==> src/hw/soc_pkg.sv <==
// shared constants, vector types, loader states and command codes; import in each module header
`default_nettype none

package soc_pkg;

   // ====================
   // timing
   // ====================
   localparam int CLKS_PER_US      = 10;   // clk cycles per 1us tick
   localparam int US_PER_SLOW_TICK = 15;   // 1us ticks per slow tick
   localparam int BIT_US           = 8;    // 125 kbaud
   localparam int DEBOUNCE_TICKS   = 4;    // slow ticks of stable key

   // ====================
   // program memory
   // ====================
   localparam int NUM_WORDS_IMEM = 1024;
   localparam int IMEM_AW        = 10;     // word address width

   typedef logic [7:0]         byte_t;      // uart byte
   typedef logic [31:0]        word_t;      // memory word
   typedef logic [IMEM_AW-1:0] imem_addr_t;
   typedef logic [1:0]         led_t;       // active low
   typedef logic [7:0]         cmd_t;

   // host commands, ascii
   localparam cmd_t CMD_WRITE  = 8'h57;    // 'W'
   localparam cmd_t CMD_READ   = 8'h52;    // 'R'
   localparam cmd_t CMD_LED    = 8'h4C;    // 'L'
   localparam cmd_t CMD_STATUS = 8'h53;    // 'S'
   // reply codes
   localparam cmd_t RSP_ACK    = 8'h06;
   localparam cmd_t RSP_NAK    = 8'h15;

   typedef enum logic [2:0] {
      IDLE,      // waiting for command byte
      ADDR_HI,
      ADDR_LO,
      DATA,      // four write data bytes, msb first
      LED_VAL,
      MEM_RD,    // read issued, waiting for rdat
      REPLY      // draining reply buffer
   } loader_state_e;

   // loader to ram request
   typedef struct packed {
      logic       we;
      logic       re;
      imem_addr_t addr;
      word_t      wdat;
   } imem_req_t;

endpackage: soc_pkg

`default_nettype wire
==> src/hw/uart_rx.sv <==
// 8N1 uart receiver paced by the 1us tick; pulses rx_valid mid stop bit
`timescale 1ns/1ps
`default_nettype none

module uart_rx
   import soc_pkg::*;
(
   input  logic  clk,
   input  logic  arst_n,
   input  logic  tick_1us,
   input  logic  uart_rx,     // serial line, idle high
   output logic  rx_valid,    // one clk strobe
   output byte_t rx_byte      // held until next strobe
);

   typedef logic [$clog2(BIT_US)-1:0] bit_tmr_t;

   logic     rx_meta;
   logic     rx_sync;
   logic     rx_prev;     // for falling edge detect
   logic     busy;        // frame in progress
   bit_tmr_t bit_tmr;     // us ticks to next sample point
   logic [3:0] bit_idx;   // 0 start, 1..8 data, 9 stop
   byte_t    shreg;

   always_ff @(posedge clk or negedge arst_n) begin
      if (!arst_n) begin
         rx_meta  <= 1'b1;
         rx_sync  <= 1'b1;
         rx_prev  <= 1'b1;
         busy     <= 1'b0;
         bit_tmr  <= '0;
         bit_idx  <= '0;
         shreg    <= '0;
         rx_valid <= 1'b0;
         rx_byte  <= '0;
      end else begin
         rx_meta  <= uart_rx;
         rx_sync  <= rx_meta;
         rx_prev  <= rx_sync;
         rx_valid <= 1'b0;

         if (!busy) begin
            if (rx_prev && !rx_sync) begin   // start edge
               busy    <= 1'b1;
               bit_idx <= '0;
               bit_tmr <= bit_tmr_t'(BIT_US/2 - 1);   // half bit to start check
            end
         end else if (tick_1us) begin
            if (bit_tmr != '0) begin
               bit_tmr <= bit_tmr - 1'b1;
            end else begin
               bit_tmr <= bit_tmr_t'(BIT_US - 1);     // mid of next bit
               bit_idx <= bit_idx + 1'b1;
               if (bit_idx == 4'd0) begin
                  if (rx_sync) busy <= 1'b0;           // glitch, not a start bit
               end else if (bit_idx == 4'd9) begin
                  busy <= 1'b0;
                  if (rx_sync) begin                   // good stop bit
                     rx_valid <= 1'b1;
                     rx_byte  <= shreg;
                  end
               end else begin
                  shreg <= {rx_sync, shreg[7:1]};      // lsb first
               end
            end
         end
      end
   end

   a_rx_valid_pulse: assert property (@(posedge clk) disable iff (!arst_n)
      rx_valid |=> !rx_valid);

endmodule: uart_rx

`default_nettype wire

==> config.mk <==
export PLATFORM = sky130hd
export DESIGN_NAME = uart_rx
export DESIGN_NICKNAME = d
export VERILOG_FILES = /design/src/hw/soc_pkg.sv /design/src/hw/uart_rx.sv
export SDC_FILE = /design/constraint.sdc
export NUM_CORES = 1
export LEC_CHECK = 0
export ABC_AREA = 1
export BUFFER_PORTS_ARGS = -buffer_cell sky130_fd_sc_hd__buf_4
export CORE_MARGIN = 2
export CORE_UTILIZATION = 38
export CTS_BUF_LIST = sky130_fd_sc_hd__clkbuf_4
export CTS_CLUSTER_DIAMETER = 50
export CTS_CLUSTER_SIZE = 16
export DETAILED_ROUTE_END_ITERATION = 10
export MAX_ROUTING_LAYER = met4
export SYNTH_ARGS = -nofsm -noshare
export SYNTH_HDL_FRONTEND = slang
export SYNTH_SLANG_ARGS = --single-unit
==> constraint.sdc <==
create_clock -name clk -period 3.7 [get_ports clk]
set_clock_uncertainty 0.2 [all_clocks]
set_input_delay 0.74 -clock clk [delete_from_list [all_inputs] [get_ports clk]]
set_output_delay 0.74 -clock clk [all_outputs]
set_load 0.02 [all_outputs]
[Word-level counts from Yosys, hierarchy flattened]
Cells that the tools add are included.
Storage, ports and cells
  register bits: 28
  input port bits: 4
  output and inout port bits: 9
Cells by class
  $add $sub $neg: 2
  equality and inequality tests: 3
  multiplexer cells: 21
  bitwise logic cells: 3
  reduce and logical (&&, ||, !) cells: 9
Operators by type and width (number)
  4-bit two-way mux: 4
  1-bit two-way mux: 13
  3-bit two-way mux: 4
  6-bit AND reduction: 1
  5-bit AND reduction: 1
  4-bit by 1-bit adder with 4-bit output (second input constant): 1
  4-bit equality test (second input constant): 1
  4-bit zero test: 1
  2-bit != test (second input constant): 2
  1-bit NOT: 3
  3-bit AND reduction: 1
  3-bit nonzero test: 1
  3-bit by 1-bit subtractor with 3-bit output (second input constant): 1
  2-bit AND reduction: 1
  2-bit nonzero test: 1
  1-bit logical AND: 1
  1-bit zero test: 1

[Logic depth before layout (Yosys ltp)]
Gate-level depths: netlist (run 1).
  depth after elaboration: 6
  depth in mapped cells: 8

[Worst setup path before layout (run 1)]
Ideal clock, no wire load.
  path type: input port to flip-flop
  from: input port tick_1us
  to: register rx_byte[0]
  library setup time: 117 ps
  arrival time: 1286 ps
  required time: 3383 ps
  slack: 2097 ps
  stages on the path: 5
  path buffers: 0
  cell sequence: nand3_1 -> nor2_8 -> nand2_4 -> nand2_1 -> nand2_1
On the way
  cells in the longest elaborated chain, start to end: 1
RTL lines
  from (decl): line uart_rx.sv:10  | input logic tick_1us,
  6-bit AND reduction (no source line)
  to (signal assigned): line uart_rx.sv:61  | rx_byte <= shreg;
  to (decl): line uart_rx.sv:13  | output byte_t rx_byte
Every way passes these cells.
A chain may end at the register's enable or synchronous reset.

[Worst setup path after layout (run 1)]
  from: register rx_byte[2]
  to: output port rx_byte[2]
No word-level cell between the ends.

==> results by group, run 1 <==
Run status
  – Status: finished clean

Power
  – Maximum vdd ir drop: 198 µV
  – Power Density: 577 nW/µm²
  – Lkg Pwr: 0.000828 µW
  – Tot Pwr: 856 µW

Yosys
  – Syn. warnings: 0
  – Synth area leaders: dfrtp_1 (49%), nand2_1 (15%), dfstp_2 (6.1%)
  – Synth top cells by count: nand2_1 (53), dfrtp_1 (25), nand3_1 (14), inv_1 (9)
  – Ys async rst share: 100%
  – Synth unique cells: 20
  – Sequential share of the synthesized area: 54.9%
  – Number of synthesized flops with an enable pin: 0
  – Yosys top cell area share: just under 50%
  – FF+latch count, synth: 28
  – Top FF cell, synth: dfrtp_1
  – Syn Inst Count: 136
  – Leading area contributor after synthesis: dfrtp_1
  – Synth Cell Area: 1280 µm²
  – Mapped Nets: 145
  – Cell with the most instances after synthesis: nand2_1
  – Syn Area/Cell: 9.44 µm²

Layout
  – N_diodes: 0
  – Area added between synthesis and finish: 15.6%
  – Fin nets: about 160
  – Post-route non-filler standard cell count: 198
  – Fraction of layout cells with a size suffix above 1: 21.7%

Timing
  – Slew of the pin with the lowest slew margin: 0.345 ns
  – Crit path time final: roughly 1.8 ns
  – Hold Vio Cnt, Final: 0
  – Final TNS setup: 0 ns
  – Final setup violation count: 0
  – RSZ-0062 raised after global routing: false
  – Final worst-path setup slack: ~1.9 ns
  – Slew HR: between 70% and 80%
  – FMAX: 544 MHz
  – Crit share post-route: 49.7%
  – Slew Viols, Final: 0

Setup path
  – Reg-to-reg slack, setup: 2.04 ns
  – Worst EP required: 2.76 ns
  – Max incr delay on CP: approximately 0.42 ns
  – Data arrival, critical path: 0.90 ns
  – Startpoint Class: flop
  – Worst Setup EP: rx_byte[2]
  – Crit path from: rx_byte[2]
  – Slowest-stage cell, CP: dfrtp_1
  – Reg2reg start: bit_idx[0]
  – Worst r2r dst: rx_byte[5]
  – CP cell instances: buf_4
  – Crit path max fanout: 2
  – FF-to-FF path depth: 6
  – Critical Path Stages: 1
  – Worst Setup Path Type: reg2out
  – Crit path capture type: output port
  – Worst Path Buf+Inv: 1
  – Crit path max-delay family: flip-flops

Floorplanning
  – FP Rows: 21
  – Die area: 3860 µm²
  – Core Area: 3280 µm²
  – Chip height: 62.1 µm
  – Io pins: 13
  – DIE WIDTH: 62.1 µm
  – Initial Utilization: 39.1%

Clock network
  – CTS Sinks: 28
  – CTS H-tree depth: 1
  – CTS tree: yes
  – Maximum clock path buffer count: 2
  – CTS Buf Count: 3
  – Hold_buf cts: 0
  – Worst-skew pair later-pin latency: 0.32 ns
  – Clk root buf: clkbuf_4
  – # resized after CTS: 0
  – Number of setup buffers added after CTS: 0
  – Worst-path clk slew: 0.15 ns

Global route
  – Global route overflow: 0
  – Vias in the first global route: 950
  – First-pass GRT wire length: ~4200 µm
  – Tot GR Track Use: 13.8%
  – Initial antenna violation count: 0
  – Largest net degree at the start of global routing: 29

Placement
  – Routability Congestion: between 0.8 and 0.9
  – Place WS: about 1.9 ns
  – Buffers on Ports: 12
  – Placed Cells: roughly 190
  – Hpwl dp: 1670 µm

Flow run
  – Max cap viols: 0

Route
  – Antenna viol nets, final: 0
  – Vias: 913
  – Via density: 4.61
  – DR pass1 iterations: 4
  – # DRC: 0
  – Post-Route WL: 2210 µm
  – WL/cell: 11.1 µm
  – Iter 0 DRT Violations: 60

Hold path
  – HP Class: in2async
-- flip-flops by register name, summed over array words and instances (netlist names) --
register  count
rx_prev       1
shreg         8
rx_valid      1
busy          1
rx_byte       8
bit_idx       4
rx_sync       1
rx_meta       1
bit_tmr       3
-- area by class of cell --
| class | count | area, µm² |
|---|---|---|
| well taps | 46 | 57.6 |
| clock inverters | 1 | 30.0 |
| flip-flops and latches | 28 | 704 |
| repair buffers | 12 | 90.1 |
| fillers | 319 | 1800 |
| clock buffers | 3 | 22.5 |
| inverters | 11 | 41.3 |
| multi-input cells | 97 | 538 |
-- cell families after synthesis --
kind of cell	count (synthesis)	synth area share, %
fa+ha+maj	5	4.87
simple gates	81	31.2
buf+inv	11	3.22
flops	28	54.9
xor+xnor	1	0.682
compound gates	10	5.17
-- cell usage in the layout, fill, tap and decap left out, drive strengths merged, types with 3 or more instances in the layout --
cell	Yosys	final
ha	5	5
dfstp	3	3
nand2	58	58
a21oi	3	3
buf	0	12
nor2	7	7
o21ai	5	5
inv	11	11
nand3	16	16
clkbuf	0	3
dfrtp	25	25
-- routing by layer --
metal / wire length, µm / GRT usage (%)
met2: 1090 / 21.9
met5: 0 / -
met4: 17 / 4.17
met3: 62 / 2.90
met1: 1030 / 18.1
-- through the flow --
| step | cell area (µm²) | util [%] | hold WS [ns] |
|---|---|---|---|
| 2_1_floorplan | 1280 | - | 0.145 |
| 5_1_grt | 1480 | 45.2 | 0.0967 |
| 3_5_place_dp | 1430 | 43.6 | 0.150 |
| 3_3_place_gp | 1430 | 43.6 | 0.149 |
| 4_1_cts | 1480 | 45.2 | 0.101 |
| 6_report | 1480 | 45.2 | 0.0979 |
-- worst min path at each step --
stage          cells after the start         end    start
6_report                           1  bit_idx[1]   arst_n
2_1_floorplan                      0     rx_sync  rx_meta
5_1_grt                            1  rx_byte[1]   arst_n
4_1_cts                            1  bit_idx[0]   arst_n
3_5_place_dp                       0     rx_sync  rx_meta
3_3_place_gp                       0     rx_sync  rx_meta
-- report_power, final --
group | internal [µW] | total, µW | switching (µW)
clock | 109 | 198 | 88.3
sequential | 359 | 404 | 45.1
combinational | 86.3 | 254 | 168
total | 555 | 856 | 301
(Power assumes the default switching activity.)
==> run 2, diff against run 1 <==
==> constraint.sdc (replaced) <==
create_clock -name clk -period 1.5 [get_ports clk]
set_clock_uncertainty 0.2 [all_clocks]
set_input_delay 0.3 -clock clk [delete_from_list [all_inputs] [get_ports clk]]
set_output_delay 0.3 -clock clk [all_outputs]
set_load 0.02 [all_outputs]
==> run 2 against run 1 <==
The flow now finishes with violations (negative setup slack). Clock power rose by 58%. Highest routed layer unchanged. Non-clock buffer count rose by 14. Clock-buffer cell count did not move. Final area is 14% higher. Sequential power grew to 2.5 times the previous value. Critical path depth rose by 4. Core utilization grew 6.2 points. Global-route usage is 0.38 points higher.
==> results by group, run 2 (synthesized netlist as in run 1, its figures left out) <==
Run status
  – Status: complete, but fails checks
  – Violated checks: negative setup slack

Timing
  – Slew of the pin with the lowest slew margin: 0.349 ns (+0.00386 ns)
  – FMAX: 660 MHz
  – RSZ-0062 raised after global routing: true
  – Final worst-path setup slack: -0.0152 ns (-1.88 ns)
  – Hold Vio Cnt, Final: 0 (unchanged)
  – Final worst hold slack: 0.165 ns (+0.0668 ns)
  – Slew HR: 76.8% (-0.26 points)
  – Crit path time final: 1.52 ns
  – Slew Viols, Final: 0 (unchanged)
  – Crit share post-route: 101%
  – Final setup violation count: 1 (+1)

Layout
  – Area added between synthesis and finish: 31.4%
  – Most frequent cells in the layout: nand2_1 (43), dfrtp_1 (24), buf_4 (22), nand2_2 (13), nand3_1 (12)
  – Leading cell type in the layout, fill and taps excluded: nand2_1
  – Top Registers: rx_byte: 8 flops, shreg: 8 flops, bit_idx: 4 flops
  – Fin nets: 178 (+9.9%)
  – Fraction of layout cells with a size suffix above 1: 39.9% (+18 points)
  – N_diodes: 0 (unchanged)
  – Post-route non-filler standard cell count: 214 (+8.1%)
  – Fillcell total: 303 (-5.0%)
  – Design Area, Final: 1690 µm² (+14%)

Route
  – Routed length on met3: 70 µm (+13%)
  – Vias: 999 (+9.4%)
  – DR pass1 iterations: 4 (unchanged)
  – WL/cell: 11.6 µm (+4.2%)
  – Top Metal Used: met4
  – Met2 wire len: 1280 µm (+17%)
  – Antenna viol nets, final: 0 (unchanged)
  – Post-Route WL: 2480 µm (+13%)
  – Iter 0 DRT Violations: 24 (-60%)
  – Via density: 4.67 (+1.2%)
  – # DRC: 0 (unchanged)
  – Met1 Routed Length: 1110 µm (+8.0%)

Setup path
  – Most Frequent Cell on Critical Path: nand2_1
  – Reg2reg start: rx_sync
  – Crit path max fanout: 6 (+4)
  – Reg-to-reg slack, setup: -0.02 ns (-2.06 ns)
  – FF-to-FF path depth: 5 (-1)
  – Worst EP required: 1.58 ns (-1.18 ns)
  – Data arrival, critical path: 1.59 ns (+0.69 ns)
  – Worst r2r dst: rx_byte[1]
  – Startpoint Class: flop
  – Crit path max-delay family: flip-flops
  – CP cell instances: nand2_1 > a21oi_4 > buf_6 > nand3_1 > nand2_1
  – Slowest-stage cell, CP: dfstp_2
  – Worst Path Buf+Inv: 1 (unchanged)
  – Max incr delay on CP: 0.60 ns (+0.18 ns)
  – Worst Setup Path Type: reg2reg
  – Crit path capture type: flop

Floorplanning
  – Io pins: 13 (unchanged)
  – Core Area: 3280 µm² (unchanged)
  – Initial Utilization: 39.1% (unchanged)
  – FP Rows: 21 (unchanged)
  – Die area: 3860 µm² (unchanged)
  – Chip height: 62.1 µm (unchanged)
  – DIE WIDTH: 62.1 µm (unchanged)

Hold path
  – Hold Path Cell Cnt: 0
  – Hold path startpoint: rx_meta
  – HP Class: reg2reg
  – Hold endpoint: rx_sync

Flow run
  – Max cap viols: 0 (unchanged)

Global route
  – Tot GR Track Use: 14.2% (+0.38 points)
  – Global route overflow: 0 (unchanged)
  – Largest net degree at the start of global routing: 29 (unchanged)
  – First-pass GRT wire length: 4350 µm (+3.5%)
  – Vias in the first global route: 1002 (+5.5%)
  – Initial antenna violation count: 0 (unchanged)

Clock network
  – CTS tree: yes
  – CTS H-tree depth: 1 (unchanged)
  – Maximum clock path buffer count: 2 (unchanged)
  – Worst-path clk slew: 0.15 ns (about the same)
  – CTS Sinks: 28 (unchanged)
  – CTS Buf Count: 3 (unchanged)
  – Clk root buf: clkbuf_4
  – Worst-skew pair later-pin latency: 0.32 ns (about the same)

Placement
  – Placed Cells: 201 (+3.6%)
  – Buffers on Ports: 12 (unchanged)
  – DP Area: 1480 µm² (+3.7%)
  – Hpwl dp: 1740 µm (+4.1%)
  – Routability Congestion: 0.815 (+1.8%)

Power
  – Maximum vdd ir drop: 652 µV (+230%)
  – Power Density: 1360 nW/µm² (+140%)
  – Lkg Pwr: 0.000899 µW (+8.6%)
[run 2: cell types whose count changed in the layout (fill, tap and decap cells not counted), moves of 3 or more]
cell,before,now
ha_4,0,3
buf_4,12,22
inv_1,9,4
inv_2,2,6
nand2_1,53,43
ha_1,5,2
nand2_2,4,13
[run 2: what timing repair did]
action	CTS	global route
setup endpoints to repair	17	20
buffers inserted	1	4
hold buffers	2	0
cloned	1	1
resized for setup	10	20
hold endpoints to repair	29	0
pin swaps	3	13
[run 2: worst reg2reg max path: stages (launching register included)]
cell and delay (ns):
dfstp_2 0.60, nand2_1 0.10, a21oi_4 0.25, buf_6 0.16, nand3_1 0.09, nand2_1 0.08
[run 2: worst max path at each step]
stage	from	cells past startpoint	end	slack (ns)
CTS	bit_idx[0]	7	shreg[1]	-0.01
floorplan	bit_tmr[0]	7	rx_byte[0]	0.006
global route	rx_sync	5	rx_byte[1]	-0.09
global placement	bit_tmr[1]	7	rx_byte[6]	-0.05
finish	rx_sync	5	rx_byte[1]	-0.02
detailed placement	bit_tmr[1]	7	rx_byte[4]	-0.09
[run 2: layout make-up]
| class | count | area (µm²) | area share [%] |
|---|---|---|---|
| clock inverter | 1 | 3.75 | 0.223 |
| tap | 46 | 57.6 | 3.41 |
| timing repair buffer | 26 | 208 | 12.3 |
| sequential | 28 | 706 | 41.8 |
| inverter | 11 | 43.8 | 2.60 |
| clock buffer | 3 | 22.5 | 1.34 |
| multi-input combinational | 99 | 646 | 38.3 |
[run 2: stage by stage]
step                worst slack (ns)  power [µW]  TNS [ns]  util [%]
floorplan                    0.00619        1500         0         -
global placement             -0.0497        1710    -0.337      45.2
detailed placement           -0.0949        1750    -0.867      45.2
CTS                          -0.0113        2180   -0.0187      48.2
global route                 -0.0880        2470     -1.02      51.4
finish                       -0.0152        2290   -0.0152      51.4
[run 2: metal layers]
metal,up-vias,global-route usage (%)
li1,501,-
met1,486,17.4
met2,10,24.3
met3,2,2.36
met4,0,4.17
met5,-,-
[run 2: where the power goes]
group,internal [µW],switching [µW]
combinational,420,544
sequential,888,123
clock,97.5,215
==> run 3, diff against run 2 <==
--- a/config.mk
+++ b/config.mk
@@ -7,6 +7,7 @@
 export LEC_CHECK = 0
 export ABC_AREA = 1
 export BUFFER_PORTS_ARGS = -buffer_cell sky130_fd_sc_hd__buf_4
+export CORE_ASPECT_RATIO = 0.9
 export CORE_MARGIN = 2
 export CORE_UTILIZATION = 38
 export CTS_BUF_LIST = sky130_fd_sc_hd__clkbuf_4
==> run 3 against run 2 <==
The flow still finishes with violations (negative setup slack). Sequential share of layout area decreased by 0.47 points. Combinational power grew 7%. Critical endpoint is now rx_byte[2]. Clock-buffer cell count unchanged. Largest cell class unchanged. Wire length increased by 10%.
==> results by group, run 3 (synthesized netlist as in run 1, its figures left out) <==
Floorplanning
  – DIE WIDTH: 65.3 µm (+5.1%)
  – Core Area: 3300 µm² (+0.57%)
  – Die area: 3860 µm² (about the same)
  – FP Rows: 20 (-4.8%)
  – Io pins: 13 (unchanged)
  – Initial Utilization: 38.9% (-0.22 points)
  – Chip height: 59.1 µm (-4.8%)

Placement
  – Place WS: -0.0983 ns (-0.00336 ns)
  – Hpwl dp: 1770 µm (+1.7%)
  – DP Area: 1470 µm² (-0.67%)
  – Buffers on Ports: 12 (unchanged)
  – Placed Cells: 198 (-1.5%)
  – Routability Congestion: 0.756 (-7.2%)

Clock network
  – Worst-path clk slew: 0.15 ns (about the same)
  – CTS Sinks: 28 (unchanged)
  – Clk root buf: clkbuf_4
  – Worst-skew pair later-pin latency: 0.33 ns (about the same)
  – CTS tree: yes
  – CTS H-tree depth: 1 (unchanged)
  – Maximum clock path buffer count: 2 (unchanged)
  – CTS Buf Count: 3 (unchanged)

Route
  – Antenna viol nets, final: 0 (unchanged)
  – # DRC: 0 (unchanged)
  – Via density: 4.83 (+3.5%)
  – Iter 0 DRT Violations: 32 (+33%)
  – Vias: 1029 (+3.0%)
  – WL/cell: 12.8 µm (+11%)
  – DR pass1 iterations: 4 (unchanged)
  – Post-Route WL: 2730 µm (+10%)

Layout
  – Fin nets: 179 (+0.56%)
  – Fillcell total: 330 (+8.9%)
  – N_diodes: 0 (unchanged)
  – Design Area, Final: 1700 µm² (+0.96%)
  – Top Registers: rx_byte: 8 flops, shreg: 8 flops, bit_idx: 4 flops
  – Most frequent cells in the layout: nand2_1 (47), dfrtp_1 (25), buf_4 (24), nand3_1 (13), nand2_2 (9)
  – Area added between synthesis and finish: 32.7%
  – Leading cell type in the layout, fill and taps excluded: nand2_1
  – Post-route non-filler standard cell count: 213 (-0.47%)
  – Fraction of layout cells with a size suffix above 1: 37.3% (-2.6 points)

Flow run
  – Max cap viols: 0 (unchanged)

Hold path
  – HP Class: reg2reg

Timing
  – Slew HR: 76.6% (-0.12 points)
  – Final TNS setup: -0.0943 ns (-0.0791 ns)
  – RSZ-0062 raised after global routing: true
  – Final worst-path setup slack: -0.0253 ns (-0.0101 ns)
  – Slew Viols, Final: 0 (unchanged)
  – Hold Vio Cnt, Final: 0 (unchanged)
  – FMAX: 656 MHz (-0.66%)
  – Crit share post-route: 102% (+0.67 points)
  – Final setup violation count: 11 (+10)
  – Final worst hold slack: 0.171 ns (+0.00622 ns)
  – Slew of the pin with the lowest slew margin: 0.350 ns (+0.00174 ns)
  – Crit path time final: 1.53 ns (+0.0101 ns)

Setup path
  – Worst EP required: 1.54 ns (-0.04 ns)
  – Startpoint Class: flop
  – Worst Setup Path Type: reg2reg
  – Crit path max fanout: 6 (unchanged)
  – Crit path capture type: flop
  – Data arrival, critical path: 1.56 ns (-0.03 ns)

Global route
  – Initial antenna violation count: 0 (unchanged)
  – First-pass GRT wire length: 4550 µm (+4.6%)
  – Global route overflow: 0 (unchanged)
  – Largest net degree at the start of global routing: 29 (unchanged)
  – Vias in the first global route: 994 (-0.80%)
  – Tot GR Track Use: 15.8% (+1.6 points)

Power
  – Maximum vdd ir drop: 672 µV (+3.0%)
  – Power Density: 1490 nW/µm² (+9.8%)
  – Lkg Pwr: 0.000914 µW (+1.6%)

Run status
  – Violated checks: negative setup slack
  – Status: complete, but fails checks
## run 3: path summary, 6_finish.rpt
check / startpoint / endpoint / slack, ns / cells past startpoint
min in group asynchronous: arst_n / rx_byte[3] / 0.20 / 2
max reg2reg: bit_idx[1] / rx_byte[2] / -0.03 / 7
max in group asynchronous: arst_n / rx_meta / 0.59 / 2
max: bit_idx[1] / rx_byte[2] / -0.03 / 7
min reg2reg: rx_meta / rx_sync / 0.17 / 0
min: rx_meta / rx_sync / 0.17 / 0
## run 3: per-stage QoR
step / total power, µW / util [%]
after floorplan: 1500 / -
after global placement: 1700 / 44.6
after detailed placement: 1740 / 44.6
after CTS: 2430 / 49.2
after global routing: 2690 / 51.6
final: 2540 / 51.6
## run 3: per-layer routing
| metal | part of all wire, % | wire, µm | track usage [%] |
|---|---|---|---|
| met3 | 2.5 | 67 | 3.04 |
| met5 | 0 | 0 | - |
| met4 | 1.4 | 39 | 5.95 |
| met1 | 45 | 1220 | 19.4 |
| met2 | 51 | 1400 | 26.1 |
## run 3: repair_timing
| action | CTS | global route |
|---|---|---|
| hold buffers | 2 | 0 |
| gates cloned | 2 | 1 |
| endpoints found under the setup margin | 20 | 21 |
| setup buffers | 1 | 5 |
| endpoints found under the hold margin | 29 | 0 |
| gates resized for setup | 13 | 10 |
| pin swaps | 8 | 5 |
## run 3: power by group
| part | switching, µW | internal, µW |
|---|---|---|
| combinational | 594 | 440 |
| sequential | 122 | 886 |
| clock | 224 | 270 |
| total | 941 | 1600 |
## run 3: critical path, stage by stage (launching register included)
cell and delay, ns:
dfrtp_1 0.44, inv_2 0.11, ha_4 0.14, nand3_4 0.12
nor2_8 0.19, nand2_2 0.10, nand2_1 0.08, nand2_1 0.05
## run 3: final cells by class
| class | count | area [µm²] | area share [%] |
|---|---|---|---|
| clock buffer | 3 | 22.5 | 1.32 |
| clock inverter | 1 | 30.0 | 1.76 |
| inverter | 11 | 43.8 | 2.57 |
| multi-input combinational | 100 | 647 | 38.0 |
| sequential | 28 | 704 | 41.4 |
| tap | 44 | 55.1 | 3.23 |
| timing repair buffer | 26 | 200 | 11.8 |
