[config.mk]
export PLATFORM = sky130hd
export DESIGN_NAME = uart_tx
export DESIGN_NICKNAME = d
export VERILOG_FILES = /design/src/hw/soc_pkg.sv /design/src/hw/uart_tx.sv
export SDC_FILE = /design/constraint.sdc
export NUM_CORES = 1
export LEC_CHECK = 0
export BUFFER_PORTS_ARGS = -buffer_cell sky130_fd_sc_hd__buf_4
export CORE_MARGIN = 1.5
export CORE_UTILIZATION = 55
export DETAILED_ROUTE_END_ITERATION = 12
export GPL_ROUTABILITY_DRIVEN = 0
export PLACE_DENSITY = 0.77
export SLEW_MARGIN = 25
export SYNTH_ARGS = -nofsm -noshare
export SYNTH_HDL_FRONTEND = slang
export SYNTH_SLANG_ARGS = --single-unit
[constraint.sdc]
create_clock -name clk -period 1.85 [get_ports clk]
set_input_delay 0.185 -clock clk [delete_from_list [all_inputs] [get_ports clk]]
set_output_delay 0.185 -clock clk [all_outputs]
set_load 0.01 [all_outputs]
[src/hw/soc_pkg.sv]
// shared constants, vector types, loader states and command codes; import in each module header
`default_nettype none

package soc_pkg;

   // ====================
   // timing
   // ====================
   localparam int CLKS_PER_US      = 10;   // clk cycles per 1us tick
   localparam int US_PER_SLOW_TICK = 15;   // 1us ticks per slow tick
   localparam int BIT_US           = 8;    // 125 kbaud
   localparam int DEBOUNCE_TICKS   = 4;    // slow ticks of stable key

   // ====================
   // program memory
   // ====================
   localparam int NUM_WORDS_IMEM = 1024;
   localparam int IMEM_AW        = 10;     // word address width

   typedef logic [7:0]         byte_t;      // uart byte
   typedef logic [31:0]        word_t;      // memory word
   typedef logic [IMEM_AW-1:0] imem_addr_t;
   typedef logic [1:0]         led_t;       // active low
   typedef logic [7:0]         cmd_t;

   // host commands, ascii
   localparam cmd_t CMD_WRITE  = 8'h57;    // 'W'
   localparam cmd_t CMD_READ   = 8'h52;    // 'R'
   localparam cmd_t CMD_LED    = 8'h4C;    // 'L'
   localparam cmd_t CMD_STATUS = 8'h53;    // 'S'
   // reply codes
   localparam cmd_t RSP_ACK    = 8'h06;
   localparam cmd_t RSP_NAK    = 8'h15;

   typedef enum logic [2:0] {
      IDLE,      // waiting for command byte
      ADDR_HI,
      ADDR_LO,
      DATA,      // four write data bytes, msb first
      LED_VAL,
      MEM_RD,    // read issued, waiting for rdat
      REPLY      // draining reply buffer
   } loader_state_e;

   // loader to ram request
   typedef struct packed {
      logic       we;
      logic       re;
      imem_addr_t addr;
      word_t      wdat;
   } imem_req_t;

endpackage: soc_pkg

`default_nettype wire
[src/hw/uart_tx.sv]
// 8N1 uart transmitter; takes a byte on tx_start, busy until stop bit ends
`timescale 1ns/1ps
`default_nettype none

module uart_tx
   import soc_pkg::*;
(
   input  logic  clk,
   input  logic  arst_n,
   input  logic  tick_1us,
   input  logic  tx_start,    // one clk strobe, only when idle
   input  byte_t tx_byte,
   output logic  tx_busy,
   output logic  uart_tx      // serial line, idle high
);

   typedef logic [$clog2(BIT_US)-1:0] bit_tmr_t;

   logic [9:0] frame;     // {stop, data, start}, shifted out lsb first
   bit_tmr_t   bit_tmr;   // remaining us ticks of current bit
   logic [3:0] bit_cnt;   // bits already put on the line

   always_ff @(posedge clk or negedge arst_n) begin
      if (!arst_n) begin
         frame   <= '1;
         bit_tmr <= '0;
         bit_cnt <= '0;
         tx_busy <= 1'b0;
         uart_tx <= 1'b1;
      end else if (tx_start) begin
         frame   <= {1'b1, tx_byte, 1'b0};
         bit_tmr <= '0;                      // first bit goes out at next tick
         bit_cnt <= '0;
         tx_busy <= 1'b1;
      end else if (tx_busy && tick_1us) begin
         if (bit_tmr != '0) begin
            bit_tmr <= bit_tmr - 1'b1;
         end else if (bit_cnt == 4'd10) begin
            tx_busy <= 1'b0;                 // stop bit done
         end else begin
            uart_tx <= frame[0];
            frame   <= {1'b1, frame[9:1]};
            bit_cnt <= bit_cnt + 1'b1;
            bit_tmr <= bit_tmr_t'(BIT_US - 1);
         end
      end
   end

   // loader must wait for the previous frame
   a_no_start_when_busy: assert property (@(posedge clk) disable iff (!arst_n)
      tx_start |-> !tx_busy);

endmodule: uart_tx

`default_nettype wire

Word level (Yosys, flattened, before mapping)
Cells that the tools add are included.
Cells by class
  add/subtract/negate cells: 2
  multiply operators: 0
  div/mod/pow operators: 0
  order comparisons: 0
  equality and inequality tests: 4
  shift-type cells: 0
  multiplexer cells: 16
  bitwise operators: 3
  reduce and logical (&&, ||, !) cells: 8
Operators with widths (count)
  $mux W10: 4
  $mux W4: 4
  $mux W3: 4
  $reduce_and A3 Y1: 2
  $add A4 B1 Y4 const B: 1
  $eq A4 B4 Y1 const B: 1
  $mux W1: 4
  $ne A2 B2 Y1 const B: 2
  $reduce_and A4 Y1: 1
  $reduce_bool A2 Y1: 2
  $ne A3 B3 Y1 const B: 1
  $not A1 Y1: 3
  $reduce_bool A3 Y1: 1
  $sub A3 B1 Y3 const B: 1
  $reduce_and A2 Y1: 1
  $logic_and A1 B1 Y1: 1
Word-level totals
  bits in registers: 19
  latch bits: 0
  RAM bits: 0
  memory bits (read-only): 0
  bits of input ports: 12
  word-level logic and storage cells: 38
  memories: 0

Depth between registers and ports, before layout
Gate-level depths: netlist of run 1.
  depth in word-level cells: 5
  gate-level depth with buffers: 7
  depth with buffers taken out: 5

Worst setup path after synthesis of run 1
Ideal clock, no wire load.
  kind: flip-flop to flip-flop
  from: reg bit_cnt[0]
  to: reg bit_cnt[2]
  library setup time: 78 ps
  arrival time: 1487 ps
  required time: 1772 ps
  setup slack: 285 ps
  stages on the path, launching flop included: 7
  buffers on the path: 1
  period minus slack after synthesis: 1565 ps
  cells stage by stage: dfrtp_1 -> inv_1 -> ha_1 -> and3b_1 -> buf_6 -> or4_1 -> a21oi_1
On the way
  word-level cells in the longest chain between the ends: 5
  elaborated cells on any way between the ends: 8
  those cells by class: 1 x add/sub; 2 x eq/ne; 4 x mux; 1 x reduce/logical
RTL lines
  from (decl): line uart_tx.sv:21  | logic [3:0] bit_cnt;
  from (signal assigned): line uart_tx.sv:43  | bit_cnt <= bit_cnt + 1'b1;
  $add A4 B1 Y4: line uart_tx.sv:43
  $mux W4: line uart_tx.sv:38  | end else if (bit_cnt == 4'd10) begin
  $mux W4: line uart_tx.sv:36  | if (bit_tmr != '0) begin
  $mux W4: line uart_tx.sv:35  | end else if (tx_busy && tick_1us) begin
  $mux W4: line uart_tx.sv:30  | end else if (tx_start) begin
Several ways; a longest one is shown, not always the timed one. The select of a mux whose other input is x is not followed.
A chain may end at the register's enable or synchronous reset.

Final worst setup path of run 1
Ends and elaborated chain as after synthesis.

==> results of run 1 <==
[per-layer routing]
metal  GRT usage [%]  share of wire, %  vias up
met4            9.41              0.71        0
met3            4.40               3.2        2
met1            25.5                46      375
met2            36.6                51       18
li1                -                 -      408
met5               0                 0        -
[final timing paths]
path                            start         end  slack (ns)  cells past startpoint
setup / recovery           bit_cnt[0]  bit_cnt[2]        0.14                      5
hold / removal             tx_byte[3]    frame[4]        0.09                      3
min in group asynchronous      arst_n  bit_tmr[1]        0.29                      2
setup reg to reg           bit_cnt[0]  bit_cnt[2]        0.14                      5
hold reg to reg              frame[1]    frame[0]        0.49                      2
max in group asynchronous      arst_n     uart_tx        1.31                      2
[kinds of logic after synthesis]
group,Yosys count
DFF,18
AOI/OAI and AO/OA,24
buffers and inverters,11
adders and majority gates,4
and+or+nand+nor,47
muxes,3
[critical path, cell delays in order (launching register included)]
cell	delay (ns)
sky130_fd_sc_hd__dfrtp_1	0.41
sky130_fd_sc_hd__inv_1	0.07
sky130_fd_sc_hd__ha_1	0.21
sky130_fd_sc_hd__and3b_1	0.30
sky130_fd_sc_hd__or4_1	0.50
sky130_fd_sc_hd__a21oi_1	0.16
[area by class of cell]
type / instances / area share (%)
well taps: 25 / 2.71
repair buffers: 18 / 11.9
clock buffers: 4 / 3.14
flip-flops and latches: 18 / 40.1
multi-input cells: 78 / 40.8
inverters: 4 / 1.30
[stage by stage]
stage | setup WS, ns | utilization [%]
3_3_place_gp | 0.266 | 64.9
6_report | 0.142 | 67.6
5_1_grt | 0.00424 | 67.6
4_1_cts | 0.129 | 67.6
2_1_floorplan | 0.285 | -
3_5_place_dp | 0.156 | 64.9
[report_power, final]
group	switching, W	internal [W]	leakage, nW
combinational	0.0000878	0.0000812	0.265
sequential	0.0000158	0.000451	0.207
clock	0.000120	0.000120	0.0210
[layout by cell type, fill, tap and decap left out, types with 2 or more instances in the layout]
cell and n:
sky130_fd_sc_hd__nand2_1 9, sky130_fd_sc_hd__or3_1 2, sky130_fd_sc_hd__nand3_1 16, sky130_fd_sc_hd__nor2_1 5
sky130_fd_sc_hd__o21ai_0 11, sky130_fd_sc_hd__buf_4 17, sky130_fd_sc_hd__mux2_2 3, sky130_fd_sc_hd__a21oi_1 7
sky130_fd_sc_hd__clkbuf_4 3, sky130_fd_sc_hd__inv_1 4, sky130_fd_sc_hd__dfstp_2 10, sky130_fd_sc_hd__dfrtp_1 8
sky130_fd_sc_hd__ha_1 4, sky130_fd_sc_hd__nor2b_1 8
[cells in the mapped netlist, drive strengths merged, types with 4 or more instances]
cell type	instances	area share [%]
nor2	5	1.9
dfstp	10	27
nor2b	8	5.1
a21oi	7	3.6
o21ai	12	6.1
nand3	16	8.1
clkbuf	4	1.5
dfrtp	8	20
ha	4	5.1
nand2	9	3.4
inv	4	1.5
[sequential cells by signal, summed over array words and instances, names as in the netlist]
signal and count:
frame 9, bit_cnt 4, bit_tmr 3, tx_busy 1, uart_tx 1
==> out/summary.md, run 1 <==
* 0 — Final Hold Fails
* 0.00115 mm2 — post-route cell area
* 4 — count of TritonRoute iterations in the first routing pass
* 0 — count of warnings emitted by yosys
* 758 mW/mm2 — Power Dens Cells
* 139 — NumNets Final
* 2.07 ns — required time at the worst-slack endpoint
* 0.0928 ns — minimum hold slack
* 0.00311 ns — Post-Route Skew
* 1 — number of levels in the clock H-tree
* 472 um2 — area occupied by multi-input gates
* 803 — via count
* 0.10 ns — Clock transition at path regs
* register to register — crit path kind
* 18 — clock sink count
* 45.3 um — Chip Height
* 0 — Post-synth EDFFs
* input port to register — worst hold-check path type
* 123 — Post-Syn Nets
* 17.1% — Layout area overhead
* 0 — Max Transition Viols Final
* 0 — antenna violations before repair
* 5.08% — area share of fa/ha/maj cells after synthesis
* 0.000875 W — total power consumption of the routed design
* 147 — post-layout instance count excluding filler cells
* register — category of the worst setup path launch point
* 463 um2 — Sequential cell area
* 100% — Async SR Flop Fraction
* 0.00111 mm2 — placed cell area
* 986 um2 — synthesized area
* 21.3% — global routing usage summed across all routing layers
* 756 — number of global-route vias before repair
* 1.93 ns — arrival time at the worst endpoint
* 0 — global route overflow
* 142 — dpl cells
* 585 MHz — Highest Clock Rate
* 57.7% — effective utilization at floorplan
* 2 — clock tree buffer depth
* 0.29 ns — worst-skew pair later-pin latency
* 0.353 ns — worst slew pin tran
* 0 — number of setup buffers added after CTS
* 10 — peak fanout along the critical path
* 12.5 um — post-DR wirelength/cell
* 5.46 — via-per-instance ratio
* 3.43% — proportion of synthesized area in mux cells
* 13.8% — fraction of the mapped netlist area in compound gates
* 1300 um — post-detail-place hpwl
* 27.9% — share of final-layout standard cells stronger than drive strength 1
* 0.00171 mm2 — area of the placeable core
* simple AND/OR/NAND/NOR gates — dominant combinational cell family by area after synthesis
* sky130_fd_sc_hd__dfstp_2 — dominant synthesized flop cell
* 0 — Setup violations, final
* 1 — hold-fix buffer count after cts
* finished clean — outcome
* 15 — Site Rows
* 141 — fill count
* sky130_fd_sc_hd__clkbuf_4 — Root Buffer
* 1.71 ns — min Tclk post-route
* 13 — Port Buffer Count
* register — critical path endpoint category
* 0.00206 mm2 — DIE AREA
* 9 — iteration-0 DRC count of the detailed router
* 1830 um — Detailed Route WL
* 92.3% — final period utilization
* false — setup repair after global routing missed its margin
* 0 — final routed DRC violation total
* 76.4% — worst rel slew slack
* 3 — clock buffer count from CTS
* 0 — number of nets still failing antenna checks after routing
* 0% — XOR/XNOR share of the synthesized area
* 0 — count of instances resized after the clock tree is built
* 45.3 um — horizontal die dimension
* 14 — ports placed on the boundary
* 30 — largest net degree at the start of global routing
* 107 — count of mapped cells out of synthesis
* 9.21 um2 — Post-Syn Area per Cell
* 25.5% — Simple-Gate Fraction of Synth Area
* 47.0% — share of synthesized area occupied by flip-flops and latches
* 3120 um — wire length of the first global-routing pass
* 18 — count of state elements after synthesis
* 28 — number of distinct standard cells referenced by the synthesized netlist
* done — CTS tree
* 0.494 nW — Static Leak
* 0 ns — Setup Total Neg Slack
* 0 — Antenna diodes
* 541 uV — worst voltage drop across the vdd grid
* 0 — max-capacitance violation count
No activity file was read; power rests on OpenSTA's default activity.
==> run 2, diff against run 1 <==
--- a/config.mk
+++ b/config.mk
@@ -7,11 +7,12 @@
 export LEC_CHECK = 0
 export BUFFER_PORTS_ARGS = -buffer_cell sky130_fd_sc_hd__buf_4
 export CORE_MARGIN = 1.5
-export CORE_UTILIZATION = 55
+export CORE_UTILIZATION = 35
+export CTS_BUF_LIST = sky130_fd_sc_hd__clkbuf_4 sky130_fd_sc_hd__clkbuf_8
 export DETAILED_ROUTE_END_ITERATION = 12
 export GPL_ROUTABILITY_DRIVEN = 0
-export PLACE_DENSITY = 0.77
 export SLEW_MARGIN = 25
 export SYNTH_ARGS = -nofsm -noshare
 export SYNTH_HDL_FRONTEND = slang
 export SYNTH_SLANG_ARGS = --single-unit
+export TNS_END_PERCENT = 50
==> out/summary.md, run 2 (synthesized netlist as in run 1, its figures left out) <==
* finished clean — outcome
* 0.11 ns — Clock transition at path regs, about the same
* 56.1 um — horizontal die dimension, +24%
* 0.40 ns — CP peak stage delay, -0.10 ns
* 16.5% — Layout area overhead
* 4 — count of TritonRoute iterations in the first routing pass, unchanged
* 1 — count of buffer and inverter cells on the critical path, unchanged
* 0 — final routed DRC violation total, unchanged
* 1870 um — Detailed Route WL, +2.0%
* 1 — number of levels in the clock H-tree, unchanged
* 3460 um — wire length of the first global-routing pass, +11%
* 0.000888 W — total power consumption of the routed design, +1.5%
* 0.00321 ns — Post-Route Skew, +0.000102 ns
* 2.04 ns — required time at the worst-slack endpoint, -0.03 ns
* 2 — clock tree buffer depth, unchanged
* 0 — global route overflow, unchanged
* sky130_fd_sc_hd__clkbuf_4 — Root Buffer
* met2 — routing layer with the top usage in global route
* 595 MHz — Highest Clock Rate, +1.7%
* 12.4 um — post-DR wirelength/cell, -0.68%
* 773 mW/mm2 — Power Dens Cells, +2.0%
* 0 — antenna violations before repair, unchanged
* 0.00314 mm2 — DIE AREA, +53%
* done — CTS tree
* register — category of the worst setup path launch point
* flip-flops — kind of cell adding the most delay to the critical path
* frame: 9 flops, bit_cnt: 4 flops, bit_tmr: 3 flops — Top Registers
* 814 — number of global-route vias before repair, +7.7%
* 0 — Max Transition Viols Final, unchanged
* 0.00110 mm2 — placed cell area, -0.68%
* 137 — NumNets Final, -1.4%
* 27.5% — share of final-layout standard cells stronger than drive strength 1, -0.37 points
* 14 — ports placed on the boundary, unchanged
* 36.4% — effective utilization at floorplan, -21 points
* 0.483 nW — Static Leak, -2.1%
* inv_1, ha_1, and3b_2, a21oi_1, mux2_2 — Critical Path, Cell by Cell
* 0 — max-capacitance violation count, unchanged
* 9 — flip-flop count of the largest register after layout, unchanged
* 0.116 ns — minimum setup slack after placement, -0.0396 ns
* 0 — Setup violations, final, unchanged
* 0.371 ns — worst slew pin tran, +0.0178 ns
* input port to register — worst hold-check path type
* frame — register bank with the most flops
* 0.30 ns — worst-skew pair later-pin latency, about the same
* 56.1 um — Chip Height, +24%
* sky130_fd_sc_hd__dfrtp_1 — Slowest-stage cell, CP
* 90.8% — final period utilization, -1.5 points
* 0.00271 mm2 — area of the placeable core, +59%
* 3 — clock buffer count from CTS, unchanged
* 30 — largest net degree at the start of global routing, unchanged
* 778 — via count, -3.1%
* 5.15 — via-per-instance ratio, -5.7%
* 19 — Site Rows, +4
* 0.0844 ns — minimum hold slack, -0.00832 ns
* 462 uV — worst voltage drop across the vdd grid, -15%
* 18 — clock sink count, unchanged
* 75.2% — worst rel slew slack, -1.3 points
* sky130_fd_sc_hd__nand3_1 — most common cell after layout, fill and taps aside
* register to register — crit path kind
* 0 ns — Setup Total Neg Slack, unchanged
* 16 — peak fanout along the critical path, +6
* 1.68 ns — min Tclk post-route, -0.0285 ns
* false — setup repair after global routing missed its margin
* 0.170 ns — post-route setup slack, +0.0285 ns
* 1290 um — post-detail-place hpwl, -1.2%
* 13.9% — global routing usage summed across all routing layers, -7.4 points
* 1.87 ns — arrival time at the worst endpoint, -0.06 ns
* 0 — number of setup buffers added after CTS, unchanged
* 13 — Port Buffer Count, unchanged
* 3.02% — met3 demand-to-capacity share in global routing, -1.4 points
* 0 — Final Hold Fails, unchanged
* 0 — Antenna diodes, unchanged
* 0.00115 mm2 — post-route cell area, -0.54%
* 15 — iteration-0 DRC count of the detailed router, +6
* register — critical path endpoint category
* 0 — number of nets still failing antenna checks after routing, unchanged
* 23.0% — routing usage on met2, -14 points
* sky130_fd_sc_hd__nand3_1 (16), sky130_fd_sc_hd__buf_4 (15), sky130_fd_sc_hd__o21ai_0 (11), sky130_fd_sc_hd__dfstp_2 (10), sky130_fd_sc_hd__nand2_1 (9) — commonest non-fill, non-tap cells in the layout
* 17.3% — met1 global-route usage, -8.2 points
-- run 2: layer usage --
metal	vias to the layer above	wire length [um]
met4	0	13
met3	2	68
li1	399	-
met5	-	0
met1	363	847
met2	14	940
-- run 2: where the power goes --
part	leakage [nW]	internal [W]	total (W)	switching, W
sequential	0.207	0.000451	0.000466	0.0000156
combinational	0.255	0.0000815	0.000171	0.0000894
clock	0.0210	0.000120	0.000251	0.000131
total	0.483	0.000652	0.000888	0.000236
-- run 2: repair_timing --
action                                 in CTS  in global routing
endpoints found under the hold margin      18                  0
hold buffers                                1                  0
setup endpoints to repair                   0                  3
resized for setup                           0                  1
-- run 2: worst reg2reg max path: cells and delay by family, from the launching register on --
kind | cells | cell delay (ns)
AOI/OAI and AO/OA | 1 | 0.24
buffers and inverters | 1 | 0.07
DFF | 1 | 0.40
and+or+nand+nor | 1 | 0.31
muxes | 1 | 0.36
adders and majority gates | 1 | 0.20
-- run 2: stage by stage --
stage | std cells | util [%]
finish | 151 | 42.4
global placement | 146 | 40.6
floorplan | 107 | -
detailed placement | 146 | 40.6
global route | 151 | 42.4
CTS | 151 | 42.3
-- run 2: area by class of cell --
type                    instances  area [um2]
clock buffers                   4        36.3
fillers                       276        1560
inverters                       4        15.0
multi-input cells              78         473
flip-flops and latches         18         463
well taps                      31        38.8
repair buffers                 16         123
-- run 2: path summary, 6_finish.rpt --
| check | startpoint | end | slack [ns] | depth (start not counted) |
|---|---|---|---|---|
| max | bit_cnt[0] | bit_tmr[1] | 0.17 | 5 |
| min | tx_byte[1] | frame[2] | 0.08 | 3 |
| max reg2reg | bit_cnt[0] | bit_tmr[1] | 0.17 | 5 |
| min reg2reg | frame[1] | frame[0] | 0.49 | 2 |
| max in group asynchronous | arst_n | frame[7] | 1.32 | 2 |
| min in group asynchronous | arst_n | bit_cnt[3] | 0.28 | 2 |
==> run 3, diff against run 2 <==
--- a/config.mk
+++ b/config.mk
@@ -5,12 +5,13 @@
 export SDC_FILE = /design/constraint.sdc
 export NUM_CORES = 1
 export LEC_CHECK = 0
-export BUFFER_PORTS_ARGS = -buffer_cell sky130_fd_sc_hd__buf_4
+export BUFFER_PORTS_ARGS = -buffer_cell sky130_fd_sc_hd__buf_2
 export CORE_MARGIN = 1.5
 export CORE_UTILIZATION = 35
 export CTS_BUF_LIST = sky130_fd_sc_hd__clkbuf_4 sky130_fd_sc_hd__clkbuf_8
 export DETAILED_ROUTE_END_ITERATION = 12
 export GPL_ROUTABILITY_DRIVEN = 0
+export SETUP_SLACK_MARGIN = 0.3
 export SLEW_MARGIN = 25
 export SYNTH_ARGS = -nofsm -noshare
 export SYNTH_HDL_FRONTEND = slang
==> out/summary.md, run 3 (synthesized netlist as in run 1, its figures left out) <==
* 27.3% — switching portion of total power, +0.68 points
* sky130_fd_sc_hd__or4_4 — Slowest-stage cell, CP
* 1330 um — post-detail-place hpwl, +3.2%
* register to register — crit path kind
* 4 — count of TritonRoute iterations in the first routing pass, unchanged
* 6 — peak fanout along the critical path, -10
* 0 — final routed DRC violation total, unchanged
* 0 — Max Transition Viols Final, unchanged
* 66.6% — worst rel slew slack, -8.5 points
* 0 ns — Setup Total Neg Slack, unchanged
* 0.523 nW — Static Leak, +8.2%
* 0.31 ns — setup slack of the worst register-to-register path, +0.14 ns
* 13 — Port Buffer Count, unchanged
* 0.29 ns — worst-skew pair later-pin latency, about the same
* 0 — Antenna diodes, unchanged
* 36.4% — effective utilization at floorplan, unchanged
* 4 — number of cells traversed by the worst register-to-register path, -1
* 2060 um — Detailed Route WL, +10%
* true — setup repair after global routing missed its margin
* 1.76 ns — arrival time at the worst endpoint, -0.11 ns
* 38.3% — share of final-layout standard cells stronger than drive strength 1, +11 points
* done — CTS tree
* 13.0 um — post-DR wirelength/cell, +4.6%
* 22.8% — fraction of power consumed by combinational cells, +3.6 points
* input port to register — worst hold-check path type
* register — critical path endpoint category
* sky130_fd_sc_hd__nand3_1 (16), sky130_fd_sc_hd__buf_2 (13), sky130_fd_sc_hd__o21ai_0 (11), sky130_fd_sc_hd__dfstp_2 (10), sky130_fd_sc_hd__nand2_1 (9) — commonest non-fill, non-tap cells in the layout
* sky130_fd_sc_hd__nand3_1 — most common cell after layout, fill and taps aside
* 3 — clock buffer count from CTS, unchanged
* 24.7% — Layout area overhead
* 0.133 ns — minimum setup slack after placement, +0.0168 ns
* frame[8] — worst-case hold path end point
* 0.000243 W — P_sw, +3.0%
* 0.000893 W — total power consumption of the routed design, +0.48%
* 0.00314 mm2 — DIE AREA, unchanged
* 0 — number of nets still failing antenna checks after routing, unchanged
* tx_byte[7] — critical hold path startpoint
* 0.00271 mm2 — area of the placeable core, unchanged
* 14.0% — global routing usage summed across all routing layers, +0.020 points
* 24.8% — share of total power in the clock network, -3.5 points
* 0.000649 W — Power Internal, -0.45%
* frame: 9 flops, bit_cnt: 4 flops, bit_tmr: 3 flops — Top Registers
* 3 — hold path cells, unchanged
* 0.11 ns — Clock transition at path regs, about the same
* 146 — dpl cells, unchanged
* 30 — largest net degree at the start of global routing, unchanged
* 0 — Final Hold Fails, unchanged
* ha_4, and3b_2, or4_4, a21oi_2 — Critical Path, Cell by Cell
* bit_cnt[2] — r2r endpoint
* 957 um — routed metal-1 wirelength, +13%
* sky130_fd_sc_hd__clkbuf_4 — Root Buffer
* 0 — max-capacitance violation count, unchanged
* 450 uV — worst voltage drop across the vdd grid, -2.7%
* 68 um — met3 layer wire length in the routed design, unchanged
* 775 — number of global-route vias before repair, -4.8%
* 56.1 um — horizontal die dimension, unchanged
* 3500 um — wire length of the first global-routing pass, +1.0%
* 726 mW/mm2 — Power Dens Cells, -6.2%
* 9 — flip-flop count of the largest register after layout, unchanged
* 0.00743 ns — Post-Route Skew, +0.00422 ns
* 0.500 ns — worst slew pin tran, +0.129 ns
* 828 — via count, +6.4%
* 83.2% — final period utilization, -7.6 points
* 0.310 ns — post-route setup slack, +0.140 ns
* 4 — total stage count of the critical path, -1
* 1020 um — met2 layer wire length in the routed design, +8.6%
* 1.54 ns — min Tclk post-route, -0.140 ns
* 2 — clock tree buffer depth, unchanged
* 649 MHz — Highest Clock Rate, +9.1%
* register — category of the worst setup path launch point
* 2.07 ns — required time at the worst-slack endpoint, +0.03 ns
* 5.21 — via-per-instance ratio, +1.1%
* 145 — NumNets Final, +5.8%
* 14 — ports placed on the boundary, unchanged
* 19 — Site Rows, unchanged
* 0 — count of buffer and inverter cells on the critical path, -1
* 295 — fill count, +6.9%
* 0 — antenna violations before repair, unchanged
* 0 — Setup violations, final, unchanged
* simple AND/OR/NAND/NOR gates — kind of cell adding the most delay to the critical path
* 0 — global route overflow, unchanged
* frame — register bank with the most flops
* met4 — Top Layer Used
* 56.1 um — Chip Height, unchanged
* 1 — number of levels in the clock H-tree, unchanged
* 15 — iteration-0 DRC count of the detailed router, unchanged
* 0.49 ns — CP peak stage delay, +0.09 ns
* 52.4% — Seq pwr share, about the same
* 18 — clock sink count, unchanged
* finished clean — outcome
* bit_cnt[1] — Crit Reg-Reg Startpoint
* 159 — post-layout instance count excluding filler cells, +5.3%
[run 3: power groups by stage]
stage,clock [W],sequential [W],combinational (W)
3_3_place_gp,0,0.000472,0.000159
6_report,0.000221,0.000468,0.000203
4_1_cts,0.000228,0.000467,0.000183
2_1_floorplan,0,0.000471,0.000113
3_5_place_dp,0,0.000475,0.000164
5_1_grt,0.000245,0.000474,0.000229
[run 3: per-layer routing]
metal	vias to the layer above	GRT usage, %
met5	-	0
met3	2	3.26
li1	419	-
met4	0	3.06
met1	393	18.6
met2	14	23.2
[run 3: repair_timing]
action / 4_1_cts / 5_1_grt
hold endpoints to repair: 8 / 0
gates resized for setup: 7 / 6
setup buffers: 5 / 2
cloned: 1 / 0
pin swaps: 2 / 1
endpoints found under the setup margin: 9 / 4
hold buffers: 1 / 0
[run 3: worst max path at each step]
stage / from / end / slack, ns
4_1_cts: bit_tmr[0] / bit_cnt[2] / 0.30
2_1_floorplan: bit_cnt[0] / bit_cnt[2] / 0.30
6_report: bit_cnt[1] / bit_cnt[2] / 0.31
3_5_place_dp: bit_cnt[0] / bit_tmr[1] / 0.13
5_1_grt: bit_cnt[1] / bit_cnt[2] / 0.24
3_3_place_gp: bit_cnt[0] / bit_tmr[0] / 0.18
[run 3: final cells by class]
class | count | area [um2] | share of cell area [%]
repair buffers | 23 | 159 | 12.9
flip-flops and latches | 18 | 463 | 37.6
multi-input cells | 79 | 524 | 42.6
inverters | 4 | 15.0 | 1.22
clock buffers | 4 | 30.0 | 2.44
well taps | 31 | 38.8 | 3.15
[run 3: stage by stage]
step	utilization (%)	hold WS, ns	cell area (um2)
global placement	39.4	0.145	1070
CTS	43.4	0.0942	1170
detailed placement	39.4	0.140	1070
finish	45.4	0.0981	1230
floorplan	-	-0.111	986
global route	45.4	0.0841	1230
[run 3: worst reg2reg max path, delay by kind of cell, from the launching register on]
kind	cells	cell delay [ns]
AOI/OAI and AO/OA	1	0.13
adders and majority gates	1	0.18
DFF	1	0.43
and+or+nand+nor	2	0.75
